### src/source/coreMemPkg.sv
package coreMemPkg;

    // ==================================================
    // Memory map and sizing
    // ==================================================
    localparam int TileIdWidth     = 8;
    localparam int MemWordAddrBits = 10;  // 1024 words, 4 KB per memory
    localparam int IMemRegionFloor = 0;   // Region 1 only
    localparam int IMemRegionRoof  = 2;
    localparam int DMemRegionFloor = 1;   // Regions 2 and 3
    localparam int DMemRegionRoof  = 4;
    localparam int FabReadyWidth   = 4;
    localparam int TransFifoDepth  = 2;

    // ==================================================
    // Fabric transaction types
    // ==================================================
    typedef enum logic [1:0] {
        RD     = 2'd0,
        WR     = 2'd1,
        RD_RSP = 2'd2
    } opcode_t;

    // Same word, core view vs fabric region view
    typedef union packed {
        struct packed {
            logic [TileIdWidth-1:0] tileId;
            logic [23:0]            offset;
        } tileView;
        struct packed {
            logic [TileIdWidth-1:0] tile;
            logic [7:0]             region;  // Bits 23:16
            logic [15:0]            offset;
        } regionView;
    } tileAddr_t;

    typedef struct packed {
        tileAddr_t              address;
        logic [31:0]            data;
        opcode_t                opcode;
        logic [TileIdWidth-1:0] requestorId;
    } tileTrans_t;

    // Core request at Q103
    typedef struct packed {
        tileAddr_t   address;
        logic [31:0] wrData;
        logic [3:0]  byteEn;
        logic        wrEn;
        logic        rdEn;
    } coreDataReq_t;

    typedef struct packed {
        logic [MemWordAddrBits-1:0] wordAddr;
        logic [31:0]                data;
        logic                       wrEn;
    } memPortB_t;

endpackage
### src/source/fabricEgress.sv
`timescale 1ns/1ps

module fabricEgress
    import coreMemPkg::*;
(
    input  logic                     Clock,
    input  logic                     rst,
    input  logic                     rspValid,
    input  tileTrans_t               rsp,
    input  logic                     remoteReqValid,
    input  tileTrans_t               remoteReq,
    input  logic [FabReadyWidth-1:0] fabReady,
    output logic                     reqFull,
    output logic                     rspAlmostFull,
    output logic                     outFabricValid,
    output tileTrans_t               outFabric
);

    tileTrans_t rspHead;
    tileTrans_t reqHead;
    logic       rspEmpty;
    logic       reqEmpty;
    logic       rspCand;
    logic       reqCand;
    logic       grantRsp;
    logic       grantReq;
    logic       favorReq;  // Round-robin pointer

    // ==================================================
    // Response and request queues
    // ==================================================
    transFifo #(.Depth(TransFifoDepth)) uRspQueue (
        .Clock (Clock), .rst (rst),
        .push (rspValid), .pushData (rsp),
        .pop (grantRsp), .popData (rspHead),
        .full (), .almostFull (rspAlmostFull), .empty (rspEmpty)
    );

    transFifo #(.Depth(TransFifoDepth)) uReqQueue (
        .Clock (Clock), .rst (rst),
        .push (remoteReqValid), .pushData (remoteReq),
        .pop (grantReq), .popData (reqHead),
        .full (reqFull), .almostFull (), .empty (reqEmpty)
    );

    // All fabric lanes must be open
    assign rspCand  = !rspEmpty && (&fabReady);
    assign reqCand  = !reqEmpty && (&fabReady);
    assign grantReq = reqCand && (favorReq || !rspCand);
    assign grantRsp = rspCand && !grantReq;

    always_ff @(posedge Clock) begin
        if (rst) begin
            favorReq <= 1'b0;
        end else if (grantRsp) begin
            favorReq <= 1'b1;  // Flip after each grant
        end else if (grantReq) begin
            favorReq <= 1'b0;
        end
    end

    assign outFabricValid = grantRsp || grantReq;
    assign outFabric      = grantRsp ? rspHead :
                            grantReq ? reqHead :
                                       '0;

endmodule

### src/source/transFifo.sv
`timescale 1ns/1ps

module transFifo
    import coreMemPkg::*;
#(
    parameter int Depth = 2
) (
    input  logic       Clock,
    input  logic       rst,
    input  logic       push,
    input  tileTrans_t pushData,
    input  logic       pop,
    output tileTrans_t popData,
    output logic       full,
    output logic       almostFull,
    output logic       empty
);

    tileTrans_t                 entries [Depth];
    logic [$clog2(Depth)-1:0]   wrPtr;
    logic [$clog2(Depth)-1:0]   rdPtr;
    logic [$clog2(Depth):0]     count;
    logic                       doPush;
    logic                       doPop;

    assign doPush = push && !full;   // Ignored when full
    assign doPop  = pop && !empty;

    always_ff @(posedge Clock) begin
        if (rst) begin
            wrPtr <= '0;
            rdPtr <= '0;
            count <= '0;
        end else begin
            if (doPush) wrPtr <= (wrPtr == Depth - 1) ? '0 : wrPtr + 1'b1;
            if (doPop)  rdPtr <= (rdPtr == Depth - 1) ? '0 : rdPtr + 1'b1;
            count <= count + doPush - doPop;
        end
    end

    always_ff @(posedge Clock) begin
        if (doPush) entries[wrPtr] <= pushData;
    end

    assign popData    = entries[rdPtr];  // Head, valid when not empty
    assign full       = (count == Depth);
    assign almostFull = (count >= Depth - 1);  // One slot or less left
    assign empty      = (count == 0);

endmodule

### config.mk
export PLATFORM = sky130hd
export DESIGN_NAME = fabricEgress
export DESIGN_NICKNAME = d
export VERILOG_FILES = /design/src/source/coreMemPkg.sv /design/src/source/fabricEgress.sv /design/src/source/transFifo.sv
export SDC_FILE = /design/constraint.sdc
export NUM_CORES = 1
export LEC_CHECK = 0
export BUFFER_PORTS_ARGS = -buffer_cell sky130_fd_sc_hd__buf_2
export CORE_MARGIN = 5
export CORE_UTILIZATION = 25
export DETAILED_ROUTE_END_ITERATION = 7
export GPL_ROUTABILITY_DRIVEN = 0
export GPL_TIMING_DRIVEN = 0
export MAX_ROUTING_LAYER = met4
export PLACE_DENSITY_LB_ADDON = 0.15
export SETUP_SLACK_MARGIN = 0.1
export SLEW_MARGIN = 0
export SYNTH_ARGS = -nofsm -noshare
export SYNTH_HDL_FRONTEND = slang
export SYNTH_SLANG_ARGS = --single-unit
export TNS_END_PERCENT = 100
### constraint.sdc
create_clock -name Clock -period 4.65 [get_ports Clock]
set_input_delay 0.2325 -clock Clock [delete_from_list [all_inputs] [get_ports Clock]]
set_output_delay 0.2325 -clock Clock [all_outputs]
set_load 0.1 [all_outputs]
==> results.sh <==
export IMPL_max_stage_delay_ns=0.68
export IMPL_yosysTopAreaCell="edfxtp_1"
export IMPL_clock_skew_ns=0.00743
export IMPL_die_w_um=234
export IMPL_yosys_top_cells_area="edfxtp_1, mux2_2, a2111oi_0, a211oi_1, nor2b_1"
export IMPL_ios=233
export IMPL_tns_ns=0
export IMPL_clk_path_buf_depth=3
export IMPL_fin_nets=1382
export IMPL_area_growth_pct=37.4
export IMPL_cp_cell_sequence="nor2_1 > buf_2 > buf_2 > a2111oi_0 > a211oi_1 > buf_2"
export IMPL_track_usage_pct=14.3
export IMPL_synth_top_family_by_area="compound AO/OA/AOI/OAI gates"
export IMPL_avgSynthCellArea_um2=15.7
export IMPL_max_cap_violations=0
export IMPL_grt_pass1_vias=9091
export IMPL_layout_min_cycle_time_ns=3.42
export IMPL_hpwl_um=25600
export IMPL_synth_compound_area_share_pct=10.2
export IMPL_firstDrtPassIters=4
export IMPL_maxSlewHeadroom_pct=28.6
export IMPL_drt_initial_drc_count=416
export IMPL_grt_pass1_wl_um=57100
export IMPL_criticalPathCategory="reg2out"
export IMPL_core_area_um2=49900
export IMPL_start_util_pct=25.1
export IMPL_cp_max_fo=10
export IMPL_overflow=0
export IMPL_cts_buffers=37
export IMPL_synth_cell_type_count=34
export IMPL_avgRoutedWirePerCell_um=20.2
export IMPL_ys_seq_elements=307
export IMPL_cp_data_arrival_time_ns=3.19
export IMPL_fin_crit_sh_pct=73.6
export IMPL_fp_row_count=82
export IMPL_synth_xor_area_share_pct=0.210
export IMPL_hold_class="in2reg"
export IMPL_die_area_um2=54700
export IMPL_rsz0062_at_grt="no"
export IMPL_yosysWarnings=0
export IMPL_timing_fmax_mhz=292
export IMPL_antenna_found_initial=3
export IMPL_worst_slew_pin_slew_ns=1.04
export IMPL_setup_viol=0
export IMPL_io_buffer_count=232
export IMPL_cpMaxStageDelayCell="nor2_1"
export IMPL_synth_area_um2=12500
export IMPL_post_cts_setup_buffers=0
export IMPL_final_cell_mix="edfxtp_1, buf_2, dlygate4sd3_1, mux2_2, nand2_1"
export IMPL_clock_latency_ns=0.54
export IMPL_num_vias=8340
export IMPL_hold_viol=0
export IMPL_cts_tree="built"
export IMPL_cp_start_kind="flip-flop"
export IMPL_htree_levels=2
export IMPL_ys_seq_area_share_pct=72.7
export IMPL_maxSlewViolCount=0
export IMPL_cp_data_required_time_ns=4.42
export IMPL_synthCells=796
export IMPL_vdd_drop_max_mv=0.263
export IMPL_syn_nets=956
export IMPL_status="finished clean"
export IMPL_synth_top_area_share_pct=70.9
export IMPL_final_common_cell="edfxtp_1"
export IMPL_cts_resized=0
export IMPL_layout_drive_gt1_share_pct=31.4
export IMPL_root_buffer="clkbuf_16"
export IMPL_path_common_cell="buf_2"
export IMPL_leakagePower_nw=6.11
export IMPL_die_y_um=234
export IMPL_grt_max_degree=51
export IMPL_synthAdderAreaFrac_pct=0.399
export IMPL_drt_total_wl_um=38700
export IMPL_yosys_area_share_simple_pct=6.97
export IMPL_route_detailed_drc=0
export IMPL_hold_ws_ns=0.0999
export IMPL_drt_antenna_violating_nets=0
export IMPL_cts_num_sinks=307
export IMPL_synth_area_mux_share_pct=6.83
export IMPL_power_density_nw_per_um2=417
export IMPL_avgViaCountPerCell=4.35
export IMPL_end_kind="primary output"
export IMPL_clkTransAtPathRegs_ns=0.06
==> power by group <==
group	leakage (nW)	internal [mW]	switching (mW)	total, mW
sequential	2.86	3.28	0.0412	3.32
clock	0.502	1.50	1.10	2.60
combinational	2.75	0.381	0.869	1.25
total	6.11	5.17	2.01	7.17
==> cell usage after synthesis <==
cell and number:
o21bai_1 1, clkbuf_1 36, o21ba_2 1, or2_2 1, edfxtp_1 296, mux2_2 76, or2b_1 1, a21oi_1 5
a2111oi_0 74, and2_1 2, and2b_1 4, or3_1 1, a211oi_2 1, buf_4 3, a21o_1 1, a211oi_1 74
inv_1 10, nor3_1 2, o21ai_0 2, xor2_1 2, ha_1 4, xnor2_1 1, nand3_1 1, nand2_1 75
o31ai_1 1, dfxtp_1 11, nor2_1 7, nor3b_1 1, buf_2 23, clkbuf_2 2, nor2b_1 74, or4_4 1
buf_6 1, nand4_1 1
==> critical path: cells and delay by family (launching register included) <==
kind / cells / cell delay (ns)
buffers and inverters: 3 / 1.18
AND/OR/NAND/NOR: 1 / 0.68
AO/OA/AOI/OAI: 2 / 0.45
flip-flops: 1 / 0.34
==> path summary, 6_finish.rpt <==
check                     startpoint                  to  slack [ns]  cells after the start
setup / recovery  uReqQueue.count[1]       outFabric[70]        1.23                      6
hold / removal        remoteReqValid     uReqQueue.wrPtr         0.1                      4
setup reg to reg  uReqQueue.count[1]  uReqQueue.count[1]        1.80                     10
hold reg to reg      uReqQueue.wrPtr     uReqQueue.wrPtr        0.49                      2
==> layout make-up <==
cell class / instances / area [µm²]
clock buffer: 49 / 971
fill: 5002 / 32600
inverter: 10 / 42.5
antenna: 3 / 7.51
timing repair buffer: 387 / 2790
buffer: 65 / 294
sequential: 307 / 9110
multi-input combinational: 414 / 3100
clock inverter: 11 / 68.8
tap: 672 / 841
==> metal layers <==
layer  part of all wire, %  up-vias  GRT usage [%]  routed length [µm]
li1                      -     3991              -                   -
met1                    45     4129           18.1               17300
met2                    49      174           23.6               18800
met3                   4.9       46           3.22                1900
met4                   1.9        0           3.41                 746
met5                     0        -              -                   0
==> stage by stage <==
stage,area (µm²),setup slack (ns),power [mW],cells,utilization (%)
final,17200,1.23,7.17,1918,34.5
after global routing,17200,1.02,7.52,1918,34.5
after global placement,14500,-2.61,4.56,1700,29.1
after detailed placement,14700,1.58,4.56,1706,29.4
after floorplan,12500,0.457,4.09,796,-
after CTS,17200,1.05,7.32,1915,34.5
==> flip-flops by register name, indices dropped and copies added (netlist names), named ones only <==
name               count
uRspQueue.rdPtr        1
uReqQueue.entries    148
uRspQueue.count        2
uRspQueue.wrPtr        1
favorReq               1
uReqQueue.count        2
uReqQueue.rdPtr        1
uReqQueue.wrPtr        1
uRspQueue.entries    148
==> what timing repair did <==
item,CTS,global route
hold buffers,149,0
hold endpoints to repair,297,0
endpoints found under the setup margin,0,0
==> kinds of logic (layout without fill, tap and decap cells) <==
kind of cell,Yosys count,after routing
AO/OA/AOI/OAI,160,160
XOR/XNOR,3,3
adder cells (fa/ha/maj),4,4
buffers and inverters,75,522
flip-flops,307,307
multiplexers,76,76
other,0,3
AND/OR/NAND/NOR,171,171
Power figures use the tool's default switching activity.
