==> src/source/coreMemPkg.sv <==
package coreMemPkg;

    // ==================================================
    // Memory map and sizing
    // ==================================================
    localparam int TileIdWidth     = 8;
    localparam int MemWordAddrBits = 10;  // 1024 words, 4 KB per memory
    localparam int IMemRegionFloor = 0;   // Region 1 only
    localparam int IMemRegionRoof  = 2;
    localparam int DMemRegionFloor = 1;   // Regions 2 and 3
    localparam int DMemRegionRoof  = 4;
    localparam int FabReadyWidth   = 4;
    localparam int TransFifoDepth  = 2;

    // ==================================================
    // Fabric transaction types
    // ==================================================
    typedef enum logic [1:0] {
        RD     = 2'd0,
        WR     = 2'd1,
        RD_RSP = 2'd2
    } opcode_t;

    // Same word, core view vs fabric region view
    typedef union packed {
        struct packed {
            logic [TileIdWidth-1:0] tileId;
            logic [23:0]            offset;
        } tileView;
        struct packed {
            logic [TileIdWidth-1:0] tile;
            logic [7:0]             region;  // Bits 23:16
            logic [15:0]            offset;
        } regionView;
    } tileAddr_t;

    typedef struct packed {
        tileAddr_t              address;
        logic [31:0]            data;
        opcode_t                opcode;
        logic [TileIdWidth-1:0] requestorId;
    } tileTrans_t;

    // Core request at Q103
    typedef struct packed {
        tileAddr_t   address;
        logic [31:0] wrData;
        logic [3:0]  byteEn;
        logic        wrEn;
        logic        rdEn;
    } coreDataReq_t;

    typedef struct packed {
        logic [MemWordAddrBits-1:0] wordAddr;
        logic [31:0]                data;
        logic                       wrEn;
    } memPortB_t;

endpackage
==> src/source/fabricInbound.sv <==
`timescale 1ns/1ps

module fabricInbound
    import coreMemPkg::*;
(
    input  logic                   Clock,
    input  logic [TileIdWidth-1:0] localTileId,
    input  logic                   inFabricValid,
    input  tileTrans_t             inFabric,
    input  logic [31:0]            iMemRdData,
    input  logic [31:0]            dMemRdData,
    output memPortB_t              iMemPort,
    output memPortB_t              dMemPort,
    output logic                   rdRspHit,
    output logic                   rspValid,
    output tileTrans_t             rsp
);

    logic [7:0] region;
    logic       iMemHit;
    logic       dMemHit;
    logic       isWrite;
    logic       rdReq;
    logic       iMemHitQ;   // Q504 hit flags
    logic       dMemHitQ;
    tileAddr_t  rspAddrQ;

    // ==================================================
    // Q503 region decode
    // ==================================================
    assign region  = inFabric.address.regionView.region;
    assign iMemHit = (region > IMemRegionFloor) && (region < IMemRegionRoof);
    assign dMemHit = (region > DMemRegionFloor) && (region < DMemRegionRoof);
    assign isWrite = inFabricValid && (inFabric.opcode == WR);
    assign rdReq   = inFabricValid && (inFabric.opcode == RD);
    assign rdRspHit = inFabricValid && (inFabric.opcode == RD_RSP);  // Core side qualifies

    // Both ports read every cycle, words return at Q504
    assign iMemPort.wordAddr = inFabric.address.regionView.offset[MemWordAddrBits+1:2];
    assign iMemPort.data     = inFabric.data;
    assign iMemPort.wrEn     = isWrite && iMemHit;
    assign dMemPort.wordAddr = inFabric.address.regionView.offset[MemWordAddrBits+1:2];
    assign dMemPort.data     = inFabric.data;
    assign dMemPort.wrEn     = isWrite && dMemHit;

    // ==================================================
    // Q504 read response build
    // ==================================================
    always_ff @(posedge Clock) begin
        rspValid <= rdReq;
        iMemHitQ <= iMemHit;
        dMemHitQ <= dMemHit;
        rspAddrQ <= {inFabric.requestorId, inFabric.address.tileView.offset};  // Back to sender
    end

    assign rsp.address     = rspAddrQ;
    assign rsp.opcode      = RD_RSP;
    assign rsp.requestorId = localTileId;
    assign rsp.data        = iMemHitQ ? iMemRdData :
                             dMemHitQ ? dMemRdData :
                                        '0;  // Miss reads as zero

endmodule

==> config.mk <==
export PLATFORM = sky130hd
export DESIGN_NAME = fabricInbound
export DESIGN_NICKNAME = d
export VERILOG_FILES = /design/src/source/coreMemPkg.sv /design/src/source/fabricInbound.sv
export SDC_FILE = /design/constraint.sdc
export NUM_CORES = 1
export LEC_CHECK = 0
export ABC_CLOCK_PERIOD_IN_PS = 1300
export BUFFER_PORTS_ARGS = -buffer_cell sky130_fd_sc_hd__buf_2
export CAP_MARGIN = 20
export CORE_AREA = 2 2 120 122
export DETAILED_ROUTE_END_ITERATION = 10
export DIE_AREA = 0 0 122 124
export SETUP_SLACK_MARGIN = 0.02
export SLEW_MARGIN = 20
export SYNTH_ARGS = -nofsm -noshare
export SYNTH_HDL_FRONTEND = slang
export SYNTH_SLANG_ARGS = --single-unit
==> constraint.sdc <==
create_clock -name Clock -period 1.3 [get_ports Clock]
set_input_delay 0.195 -clock Clock [delete_from_list [all_inputs] [get_ports Clock]]
set_output_delay 0.195 -clock Clock [all_outputs]
set_load 0.1 [all_outputs]
==> impl_results.md, run 1 <==
- Placement Cell Area: around 3200 sq um
- Required @ worst endpoint: ~1.1 ns
- Iter 0 DRT Violations: 39
- Clock sink count: 35
- Highest fanout seen on the critical path: 5
- Internal portion of total power: about 2100 uW
- Portion of total power attributed to sequential cells: approximately a third
- Syn Std Cell Area: between 1500 and 2000 sq um
- Fraction of layout instances using a drive strength above 1: between 80% and 90%
- Final estimated routing congestion in global placement: about 0.75
- Critical setup path kind: flip-flop to primary output
- Status: finished, violations left
- Peak supply drop: 1.27 mV
- Commonest cells after routing, fill and taps aside: 148 x sky130_fd_sc_hd__buf_2, 37 x sky130_fd_sc_hd__buf_12, 33 x sky130_fd_sc_hd__dfxtp_1
- Clock buffer count from CTS: 5
- Cells after Synth: 184
- Wire length of the first global-routing pass: ~9000 um
- Critical-path cell with the highest stage delay: sky130_fd_sc_hd__dfxtp_4
- Port Buffer Count: ~190
- GRT Util Overall: 7.95%
- Startpoint types: flip-flop
- Share of total power in combinational logic: about a third
- Clock Path Buffers: 2
- Switching Power: roughly 1300 uW
- Worst path cell trace: nor2b_4 > buf_6 > buf_16 > a22o_4 > buf_12
- Switching part of the total: slightly below 40%
- IO Pins: 310
- Kind of cell adding the most delay to the critical path: buffers and inverters
- Post-synthesis mux area share: 0%
- Synth-to-Final Area Change: 99.6%
- Final global-route overflow total: 0
- Overall via count from detail_route: ~1700
- Signal arrival time at the worst endpoint: 1.42 ns
- Synthesis warning total: 0
- Starting Density: between 10% and 20%
- Final setup vio count: 34
- Number of global-route vias before repair: around 1800
- Time the worst path needs with I/O delays and setup: roughly 1.6 ns
- Clock tree from TritonCTS: built
- Minimum hold slack: about 0.012 ns
- H-tree levels: 2
- Part of the total power dissipated in the clock network: 34.6%
- Final ANT Viol Nets: 0
- Post-layout net count: roughly 450
- Combinational family with the most area after synthesis: buffers and inverters
- Count of max-cap constraint violations: 0
- Highest Clock Rate: slightly above 600 MHz
- Area share of and/or/nand/nor cells after synthesis: under 10%
- P_leak: roughly 0.0018 uW
- Core ar.: between 10000 and 15000 sq um
- Largest net degree at the start of global routing: 21
- Hold crit path type: primary input to flip-flop
- Count of distinct cell types in the synthesized netlist: 17
- Number of synthesized register bits: 35
- Commonest non-fill, non-tap cell in the layout: sky130_fd_sc_hd__buf_2
- Syn_area_per_cell: approximately 10 sq um
- Post-CTS clock slew at the launch and capture registers of the worst setup and hold paths: roughly 0.06 ns
- Overall routed net length: between 6000 and 7000 um
- Number of antenna violations at the first check in global routing: 2
- Post-route cell area: between 3000 and 4000 sq um
- Net count after synthesis: 332
- Slew at the pin closest to its max-slew limit: between 0.5 and 0.6 ns
- Post-route worst setup slack: -0.315 ns
- Power Dens Cells: about 940 nW/um^2
- Arithmetic-cell share of the synthesized area counting full adders, half adders and majority gates: 0%
- CTS root buffer: sky130_fd_sc_hd__clkbuf_16
- Share of the yosys chip area belonging to registers: between 30% and 40%
- Vias per inst: between 3 and 4
- HPWL Detailed: roughly 5400 um
- WL per Instance: 13.7 um
- Count of pins over their slew limit: 0
- Relative slew slack: 66.0%
- Die W: 122 um
- Number of hold violations in the final report: 0
- Xor and xnor area share after synthesis: 0%
- Number of iterations in the first detailed-routing pass: 4
- Post-synthesis compound-gate area fraction: ~15%
- Violated checks: negative setup slack
- Post-route DRC violation count: 0
- Buffers and inverters on the worst path: 3
- Height of the chip: approximately 120 um
- Crit path largest cell delay: 0.35 ns
- Unrepaired setup endpoints after global routing: true
- Ratio of final minimum period to clock period: 124%
- Total die area: 15100 sq um
- Standard-cell rows: 43
- Critical Path Sink Type: primary output
-- per-stage QoR --
step                instances  setup slack [ns]  TNS [ns]  utilization [%]  power (uW)
finish                    487            -0.315     -9.86             26.3        3410
global route              487            -0.358    -11.23             26.3        3560
CTS                       479            -0.329    -10.48             25.7        3450
detailed placement        461            -0.342     -3.04             23.3        2220
global placement          461            -0.335     -3.09             23.3        2220
floorplan                 184            -0.768     -1.30                -        3000
-- power groups by stage --
stage | sequential [uW] | clock, uW | combinational [uW]
3_5_place_dp | 1160 | 0 | 1060
2_1_floorplan | 1560 | 0 | 1440
4_1_cts | 1140 | 1230 | 1080
3_3_place_gp | 1160 | 0 | 1050
6_report | 1140 | 1180 | 1100
5_1_grt | 1140 | 1290 | 1130
-- cell usage after synthesis, drive strengths merged --
library cell | instances | area share [%]
nor2b | 1 | 0.35
nor3b | 1 | 0.41
buf | 97 | 40
conb | 2 | 0.41
nand2 | 3 | 0.62
clkbuf | 4 | 0.83
dfxtp | 35 | 39
nor3 | 2 | 0.55
nor4 | 1 | 0.69
nand3b | 1 | 0.41
or4b | 1 | 0.55
or4 | 1 | 0.62
a22o | 31 | 15
o21ai | 1 | 0.28
nor2 | 2 | 0.41
nand2b | 1 | 0.35
-- layout make-up --
class                   instances  area [sq um]
fillers                      1414         10100
repair buffers                215          1840
flip-flops and latches         35           708
multi-input cells              48           691
well taps                     180           225
clock buffers                   5           125
clock inverters                 3          23.8
diodes                          1          2.50
-- kinds of logic (layout without fill, tap and decap cells) --
| kind of cell | after synthesis | count (layout) |
|---|---|---|
| AO/OA/AOI/OAI | 32 | 32 |
| buffers and inverters | 101 | 223 |
| flip-flops | 35 | 35 |
| other | 2 | 3 |
| AND/OR/NAND/NOR | 14 | 14 |
-- layer usage --
metal  routed length (um)  track usage (%)  up-vias
met5                   13                0        -
met4                  110             3.45        2
met3                 1170             5.72        7
met2                 3260             13.5      205
met1                 2120             7.28      761
li1                     -                -      772
-- timing repair --
| item | CTS | global route |
|---|---|---|
| resized for setup | 17 | 3 |
| setup endpoints to repair | 34 | 34 |
| pin swaps | 6 | 7 |
| hold buffers | 4 | 6 |
| gates cloned | 2 | 1 |
| hold endpoints to repair | 4 | 6 |
| setup buffers | 4 | 1 |
-- worst paths after layout --
kind	from	end	slack, ns	depth (start not counted)
setup / recovery	dMemHitQ	rsp[11]	-0.32	5
hold / removal	inFabric[56]	rspAddrQ[14]	0.01	1
-- flip-flops by register name, summed over array words and instances, names as in the netlist --
register,flops
rspAddrQ,32
dMemHitQ,1
iMemHitQ,1
rspValid,1
(Power assumes the default switching activity.)
==> inputs of run 2 (changes only) <==
Settings changed: CORE_AREA 2 2 120 122 to 2 2 122 124, CTS_BUF_LIST set to sky130_fd_sc_hd__clkbuf_8, DIE_AREA 0 0 122 124 to 0 0 124 126.
==> impl_results.md, run 2 (same netlist as run 1, synthesis figures left out) <==
- Clock sink count: 35 (unchanged)
- Ratio of final minimum period to clock period: 124% (about the same)
- Critical Path Sink Type: primary output (unchanged)
- Largest net degree at the start of global routing: 21 (unchanged)
- Critical-path cell with the highest stage delay: sky130_fd_sc_hd__or4_4 (was sky130_fd_sc_hd__dfxtp_4)
- Post-CTS clock slew at the launch and capture registers of the worst setup and hold paths: 0.07 ns (was 0.06 ns)
- Buffers and inverters on the worst path: 2 (was 3)
- Synth-to-Final Area Change: 99.7% (was 99.6%)
- Number of flip-flops under the largest register name: 32 (unchanged)
- Count of max-cap constraint violations: 0 (unchanged)
- Number of antenna violations at the first check in global routing: 0 (was 2)
- Violated checks: negative setup slack (unchanged)
- Post-route worst setup slack: -0.306 ns (was -0.315 ns)
- Peak supply drop: 0.779 mV (was 1.27 mV)
- Iter 0 DRT Violations: 25 (was 39)
- Critical setup path kind: primary input to primary output (was flip-flop to primary output)
- Time the worst path needs with I/O delays and setup: 1.61 ns (was 1.62 ns)
- Clock tree from TritonCTS: built (unchanged)
- Height of the chip: 126 um (was 124 um)
- Post-route cell area: 3610 sq um (about the same)
- HPWL Detailed: 5120 um (was 5430 um)
- Post-place setup slack: -0.332 ns (was -0.342 ns)
- Port Buffer Count: 187 (unchanged)
- Final global-route overflow total: 0 (unchanged)
- Ant. Diodes: 0 (was 1)
- Overall via count from detail_route: 1715 (was 1747)
- Placement Cell Area: 3250 sq um (was 3190 sq um)
- Final ANT Viol Nets: 0 (unchanged)
- Highest fanout seen on the critical path: 3 (was 5)
- Crit path largest cell delay: 0.57 ns (was 0.35 ns)
- Power Dens Cells: 865 nW/um^2 (was 944 nW/um^2)
- Wire length of the first global-routing pass: 8870 um (was 8910 um)
- Highest Clock Rate: 623 MHz (was 619 MHz)
- Minimum hold slack: 0.0214 ns (was 0.0124 ns)
- Kind of cell adding the most delay to the critical path: simple AND/OR/NAND/NOR gates (was buffers and inverters)
- Starting Density: 12.6% (was 13.2%)
- Final estimated routing congestion in global placement: 0.718 (was 0.754)
- Count of pins over their slew limit: 0 (unchanged)
- Clock Path Buffers: 2 (unchanged)
- H-tree levels: 2 (unchanged)
- Standard-cell rows: 44 (was 43)
- Final setup vio count: 34 (unchanged)
- Final Total Pwr: 3130 uW (was 3410 uW)
- Register name with the most flops: rspAddrQ (unchanged)
- Commonest cells after routing, fill and taps aside: 145 x sky130_fd_sc_hd__buf_2, 41 x sky130_fd_sc_hd__buf_12, 33 x sky130_fd_sc_hd__dfxtp_1 (was 148 x sky130_fd_sc_hd__buf_2, 37 x sky130_fd_sc_hd__buf_12, 33 x sky130_fd_sc_hd__dfxtp_1)
- CTS root buffer: sky130_fd_sc_hd__clkbuf_8 (was sky130_fd_sc_hd__clkbuf_16)
- Number of iterations in the first detailed-routing pass: 2 (was 4)
- Total die area: 15600 sq um (was 15100 sq um)
- P_leak: 0.00179 uW (was 0.00178 uW)
- Die W: 124 um (was 122 um)
- Hold crit path type: primary input to flip-flop (unchanged)
- IO Pins: 310 (unchanged)
- Core ar.: 14300 sq um (was 13700 sq um)
- Worst path cell trace: buf_6 > or4_4 > nor4_4 > buf_12 (was nor2b_4 > buf_6 > buf_16 > a22o_4 > buf_12)
- GRT Util Overall: 7.65% (was 7.95%)
- Required @ worst endpoint: 1.11 ns (about the same)
- Status: finished, violations left (unchanged)
- Vias per inst: 3.45 (was 3.59)
- WL per Instance: 12.7 um (was 13.7 um)
- Number of global-route vias before repair: 1709 (was 1750)
- Unrepaired setup endpoints after global routing: true (unchanged)
- Number of hold violations in the final report: 0 (unchanged)
- Startpoint types: primary input (was flip-flop)
- Commonest non-fill, non-tap cell in the layout: sky130_fd_sc_hd__buf_2 (unchanged)
- Fraction of layout instances using a drive strength above 1: 81.2% (was 82.7%)
- Overall routed net length: 6310 um (was 6670 um)
- Post-route DRC violation count: 0 (unchanged)
- Signal arrival time at the worst endpoint: 1.41 ns (was 1.42 ns)
- Clock buffer count from CTS: 5 (unchanged)
- Post-layout net count: 460 (was 453)
[run 2: cell count changes in the layout (fill, tap and decap cells not counted), moves of 2 or more]
| cell | before | now |
|---|---|---|
| sky130_fd_sc_hd__buf_16 | 2 | 0 |
| sky130_fd_sc_hd__buf_4 | 6 | 15 |
| sky130_fd_sc_hd__buf_2 | 148 | 145 |
| sky130_fd_sc_hd__buf_8 | 2 | 0 |
| sky130_fd_sc_hd__clkbuf_8 | 0 | 7 |
| sky130_fd_sc_hd__clkbuf_4 | 0 | 3 |
| sky130_fd_sc_hd__buf_6 | 9 | 1 |
| sky130_fd_sc_hd__buf_12 | 37 | 41 |
| sky130_fd_sc_hd__clkbuf_16 | 6 | 1 |
| sky130_fd_sc_hd__dlygate4sd3_1 | 10 | 16 |
[run 2: path summary, 6_finish.rpt]
kind	slack, ns	start	to	cells after the start
setup / recovery	-0.31	inFabric[60]	dMemPort[0]	4
hold / removal	0.02	inFabric[65]	rspAddrQ[23]	1
[run 2: repair_timing]
item / 4_1_cts / 5_1_grt
buffers inserted: 0 / 4
cloned: 0 / 1
hold buffers: 12 / 4
resized for setup: 10 / 3
pin swaps: 2 / 1
endpoints found under the setup margin: 34 / 37
hold endpoints to repair: 12 / 4
[run 2: routing by layer]
layer | part of all wire (%) | vias up | GRT usage, %
li1 | - | 777 | -
met1 | 34 | 754 | 7.89
met2 | 46 | 177 | 11.3
met3 | 19 | 7 | 6.48
met4 | 1.4 | 0 | 2.78
met5 | 0 | - | 0
[run 2: stage by stage]
step                      cells  setup TNS (ns)  util (%)
after floorplan             184           -1.30         -
after global placement      468           -1.29      22.7
after detailed placement    468           -1.58      22.7
after CTS                   488           -9.58      24.5
after global routing        497          -11.07      25.3
final                       497           -8.74      25.3
[run 2: area by class of cell]
cell class / count / area, sq um
tap: 184 / 230
clock inverter: 1 / 7.51
sequential: 35 / 708
timing repair buffer: 222 / 1880
multi-input combinational: 48 / 694
fill: 1533 / 10700
clock buffer: 7 / 96.3
[run 2: power breakdown]
| group | internal [uW] | total, uW | switching (uW) |
|---|---|---|---|
| Combinational | 268 | 1120 | 852 |
| Clock | 482 | 868 | 387 |
| Sequential | 1120 | 1140 | 16.1 |
==> inputs of run 3 (changes only) <==
Settings changed: ABC_AREA set to 1, CORE_AREA 2 2 122 124 to 2 2 121 123, DIE_AREA 0 0 124 126 to 0 0 123 125, REMOVE_ABC_BUFFERS set to 1.
==> impl_results.md, run 3 <==
- Final setup vio count: 32 (was 34)
- Xor and xnor area share after synthesis: 0% (unchanged)
- Wire length of the first global-routing pass: 11900 um (was 8870 um)
- Startpoint types: flip-flop (was primary input)
- End point of the worst hold path: rspAddrQ[15] (was rspAddrQ[23])
- Violated checks: negative setup slack (unchanged)
- Setup total negative slack: -4.31 ns (was -8.74 ns)
- IO Pins: 310 (unchanged)
- Count of max-cap constraint violations: 0 (unchanged)
- Syn Std Cell Area: 2030 sq um (was 1810 sq um)
- Largest net degree at the start of global routing: 33 (was 21)
- Die W: 123 um (was 124 um)
- Number of enable flip-flop cells after synthesis: 0 (unchanged)
- WL per Instance: 16.4 um (was 12.7 um)
- P_leak: 0.00169 uW (was 0.00179 uW)
- Buffers inserted by post-CTS timing repair: 0 (unchanged)
- Iter 0 DRT Violations: 27 (was 25)
- Minimum hold slack: 0.0128 ns (was 0.0214 ns)
- Number of cells traversed by the worst hold path: 1 (unchanged)
- Ratio of final minimum period to clock period: 112% (was 124%)
- Standard-cell rows: 44 (unchanged)
- Total number of cells along the worst setup path: 4 (unchanged)
- Share of the yosys chip area belonging to registers: 34.6% (was 38.7%)
- Overall routed net length: 9180 um (was 6310 um)
- Crit path largest cell delay: 0.38 ns (was 0.57 ns)
- Worst path cell trace: buf_12 > nand2_1 > nand2_2 > buf_12 (was buf_6 > or4_4 > nor4_4 > buf_12)
- Signal arrival time at the worst endpoint: 1.26 ns (was 1.41 ns)
- Footprint of the multi-input gates: 591 sq um (was 694 sq um)
- Number of antenna violations at the first check in global routing: 0 (unchanged)
- Placement Cell Area: 3020 sq um (was 3250 sq um)
- Highest Clock Rate: 687 MHz (was 623 MHz)
- Clock tree from TritonCTS: built (unchanged)
- Post-route worst setup slack: -0.156 ns (was -0.306 ns)
- Post-route cell area: 3400 sq um (was 3610 sq um)
- Number of global-route vias before repair: 2047 (was 1709)
- Clock sink count: 35 (unchanged)
- Number of flip-flops under the largest register name: 32 (unchanged)
- Time the worst path needs with I/O delays and setup: 1.46 ns (was 1.61 ns)
- Combinational family with the most area after synthesis: buffers and inverters (unchanged)
- Buffers and inverters on the worst path: 2 (unchanged)
- Commonest cells after routing, fill and taps aside: 148 x sky130_fd_sc_hd__buf_2, 40 x sky130_fd_sc_hd__buf_12, 38 x sky130_fd_sc_hd__nand2_1 (was 145 x sky130_fd_sc_hd__buf_2, 41 x sky130_fd_sc_hd__buf_12, 33 x sky130_fd_sc_hd__dfxtp_1)
- GRT Util Overall: 10.6% (was 7.65%)
- Count of distinct cell types in the synthesized netlist: 12 (was 17)
- Post-CTS clock slew at the launch and capture registers of the worst setup and hold paths: 0.07 ns (about the same)
- Cell types with the largest area share after synthesis: sky130_fd_sc_hd__buf_4 35%, sky130_fd_sc_hd__dfxtp_1 35%, sky130_fd_sc_hd__nand2_1 13%, sky130_fd_sc_hd__nand3_1 7.9%, sky130_fd_sc_hd__buf_6 3.9% (was sky130_fd_sc_hd__buf_4 39%, sky130_fd_sc_hd__dfxtp_1 39%, sky130_fd_sc_hd__a22o_1 15%, sky130_fd_sc_hd__buf_2 0.83%, sky130_fd_sc_hd__clkbuf_1 0.83%)
- Required @ worst endpoint: 1.11 ns (about the same)
- Post-synthesis mux area share: 0% (unchanged)
- Synth-to-Final Area Change: 67.5% (was 99.7%)
- Post-layout net count: 522 (was 460)
- Post-route DRC violation count: 0 (unchanged)
- Area share of and/or/nand/nor cells after synthesis: 23.6% (was 4.98%)
- Cells after Synth: 266 (was 184)
- Final estimated routing congestion in global placement: 0.703 (was 0.718)
- Total die area: 15400 sq um (was 15600 sq um)
- Startpoint of the worst hold path: inFabric[57] (was inFabric[65])
- Number of hold violations in the final report: 0 (unchanged)
- Number of synthesized register bits: 35 (unchanged)
- HPWL Detailed: 6900 um (was 5120 um)
- Starting Density: 14.3% (was 12.6%)
- Clock Path Buffers: 2 (unchanged)
- Share of async-settable or async-resettable flops after synthesis: 0% (unchanged)
- Final ANT Viol Nets: 0 (unchanged)
- CTS root buffer: sky130_fd_sc_hd__clkbuf_8 (unchanged)
- Final Total Pwr: 2980 uW (was 3130 uW)
- Area fraction of the dominant cell type after synthesis: 34.8% (was 39.0%)
- Power Dens Cells: 877 nW/um^2 (was 865 nW/um^2)
- Peak supply drop: 0.819 mV (was 0.779 mV)
- Arithmetic-cell share of the synthesized area counting full adders, half adders and majority gates: 0% (unchanged)
- Port Buffer Count: 187 (unchanged)
- Clock buffer count from CTS: 5 (unchanged)
- Post-synthesis compound-gate area fraction: 0% (was 15.3%)
- Most frequently used flop master after synthesis: sky130_fd_sc_hd__dfxtp_1 (unchanged)
- Critical setup path kind: flip-flop to primary output (was primary input to primary output)
- Hold crit path type: primary input to flip-flop (unchanged)
- Critical-path cell with the highest stage delay: sky130_fd_sc_hd__dfxtp_4 (was sky130_fd_sc_hd__or4_4)
- Core ar.: 14200 sq um (was 14300 sq um)
- Post-place setup slack: 0.0241 ns (was -0.332 ns)
- Status: finished, violations left (unchanged)
- Count of pins over their slew limit: 0 (unchanged)
- Synthesis warning total: 0 (unchanged)
- Filler cell count: 1551 (was 1533)
- Commonest non-fill, non-tap cell in the layout: sky130_fd_sc_hd__buf_2 (unchanged)
- Number of iterations in the first detailed-routing pass: 4 (was 2)
- Dominant cell type by count on the critical path: sky130_fd_sc_hd__buf_12
- Commonest cells in the netlist: 94 x sky130_fd_sc_hd__buf_4, 71 x sky130_fd_sc_hd__nand2_1, 35 x sky130_fd_sc_hd__dfxtp_1, 32 x sky130_fd_sc_hd__nand3_1, 10 x sky130_fd_sc_hd__inv_1 (was 94 x sky130_fd_sc_hd__buf_4, 35 x sky130_fd_sc_hd__dfxtp_1, 31 x sky130_fd_sc_hd__a22o_1, 4 x sky130_fd_sc_hd__clkbuf_1)
- Fraction of layout instances using a drive strength above 1: 64.8% (was 81.2%)
- Ant. Diodes: 0 (unchanged)
- Height of the chip: 125 um (was 126 um)
- Highest fanout seen on the critical path: 32 (was 3)
- Kind of cell adding the most delay to the critical path: flip-flops (was simple AND/OR/NAND/NOR gates)
- Unrepaired setup endpoints after global routing: true (unchanged)
- Critical Path Sink Type: primary output (unchanged)
- Vias per inst: 3.81 (was 3.45)
- H-tree levels: 2 (unchanged)
- Top cell type by total area after synthesis: sky130_fd_sc_hd__buf_4 (unchanged)
- Register name with the most flops: rspAddrQ (unchanged)
- Most numerous cell in the Yosys netlist: sky130_fd_sc_hd__buf_4 (unchanged)
- Syn_area_per_cell: 7.62 sq um (was 9.84 sq um)
- Sequential standard cell area: 708 sq um (unchanged)
- Final global-route overflow total: 0 (unchanged)
- Overall via count from detail_route: 2129 (was 1715)
## run 3: changes by cell type in the layout (fill, tap and decap cells not counted), sizes merged, moves of 2 or more
cell	delta
nand2	+68
nand3	+33
a22o	-31
buf	-11
inv	+11
dlygate4sd3	-5
nor2	+5
clkbuf	-3
clkinv	+2
## run 3: layout make-up
class,instances,share of cell area [%]
Clock inverter,3,0.479
Sequential cell,35,20.9
Multi-Input combinational cell,116,17.4
Tap cell,184,6.78
Timing Repair Buffer,205,51.1
Inverter,11,1.36
Clock buffer,5,2.03
## run 3: worst max-delay path by stage
stage                      start     endpoint  slack, ns
floorplan           inFabric[60]  dMemPort[0]      -1.30
global placement     inFabric[9]  dMemPort[0]       0.04
detailed placement   inFabric[9]  dMemPort[0]       0.02
CTS                     iMemHitQ      rsp[11]      -0.20
global route            dMemHitQ      rsp[39]      -0.22
finish                  iMemHitQ      rsp[37]      -0.16
## run 3: through the flow
stage,instances,utilization [%]
2_1_floorplan,162,-
3_3_place_gp,538,21.3
3_5_place_dp,538,21.3
4_1_cts,557,23.3
5_1_grt,559,23.9
6_report,559,23.9
## run 3: timing repair
item | in CTS | in global routing
hold buffers | 11 | 0
endpoints found under the hold margin | 11 | 0
gates cloned | 0 | 2
gates resized for setup | 35 | 12
pin swaps | 1 | 4
endpoints found under the setup margin | 33 | 35
## run 3: cells by family (layout without fill, tap and decap cells)
kind of cell | Yosys count | in the layout
other cells | 2 | 2
buf+inv | 115 | 224
simple gates | 114 | 114
flops | 35 | 35
## run 3: power breakdown
part	switching, uW	internal, uW
logic	829	229
registers	16.4	1120
clock network	415	367
## run 3: per-layer routing
layer | vias up | track usage [%] | routed length, um
met3 | 11 | 10.3 | 2140
met2 | 260 | 14.7 | 3530
met1 | 921 | 10.6 | 3260
met4 | 4 | 3.74 | 142
li1 | 933 | - | -
met5 | - | 6.25 | 110
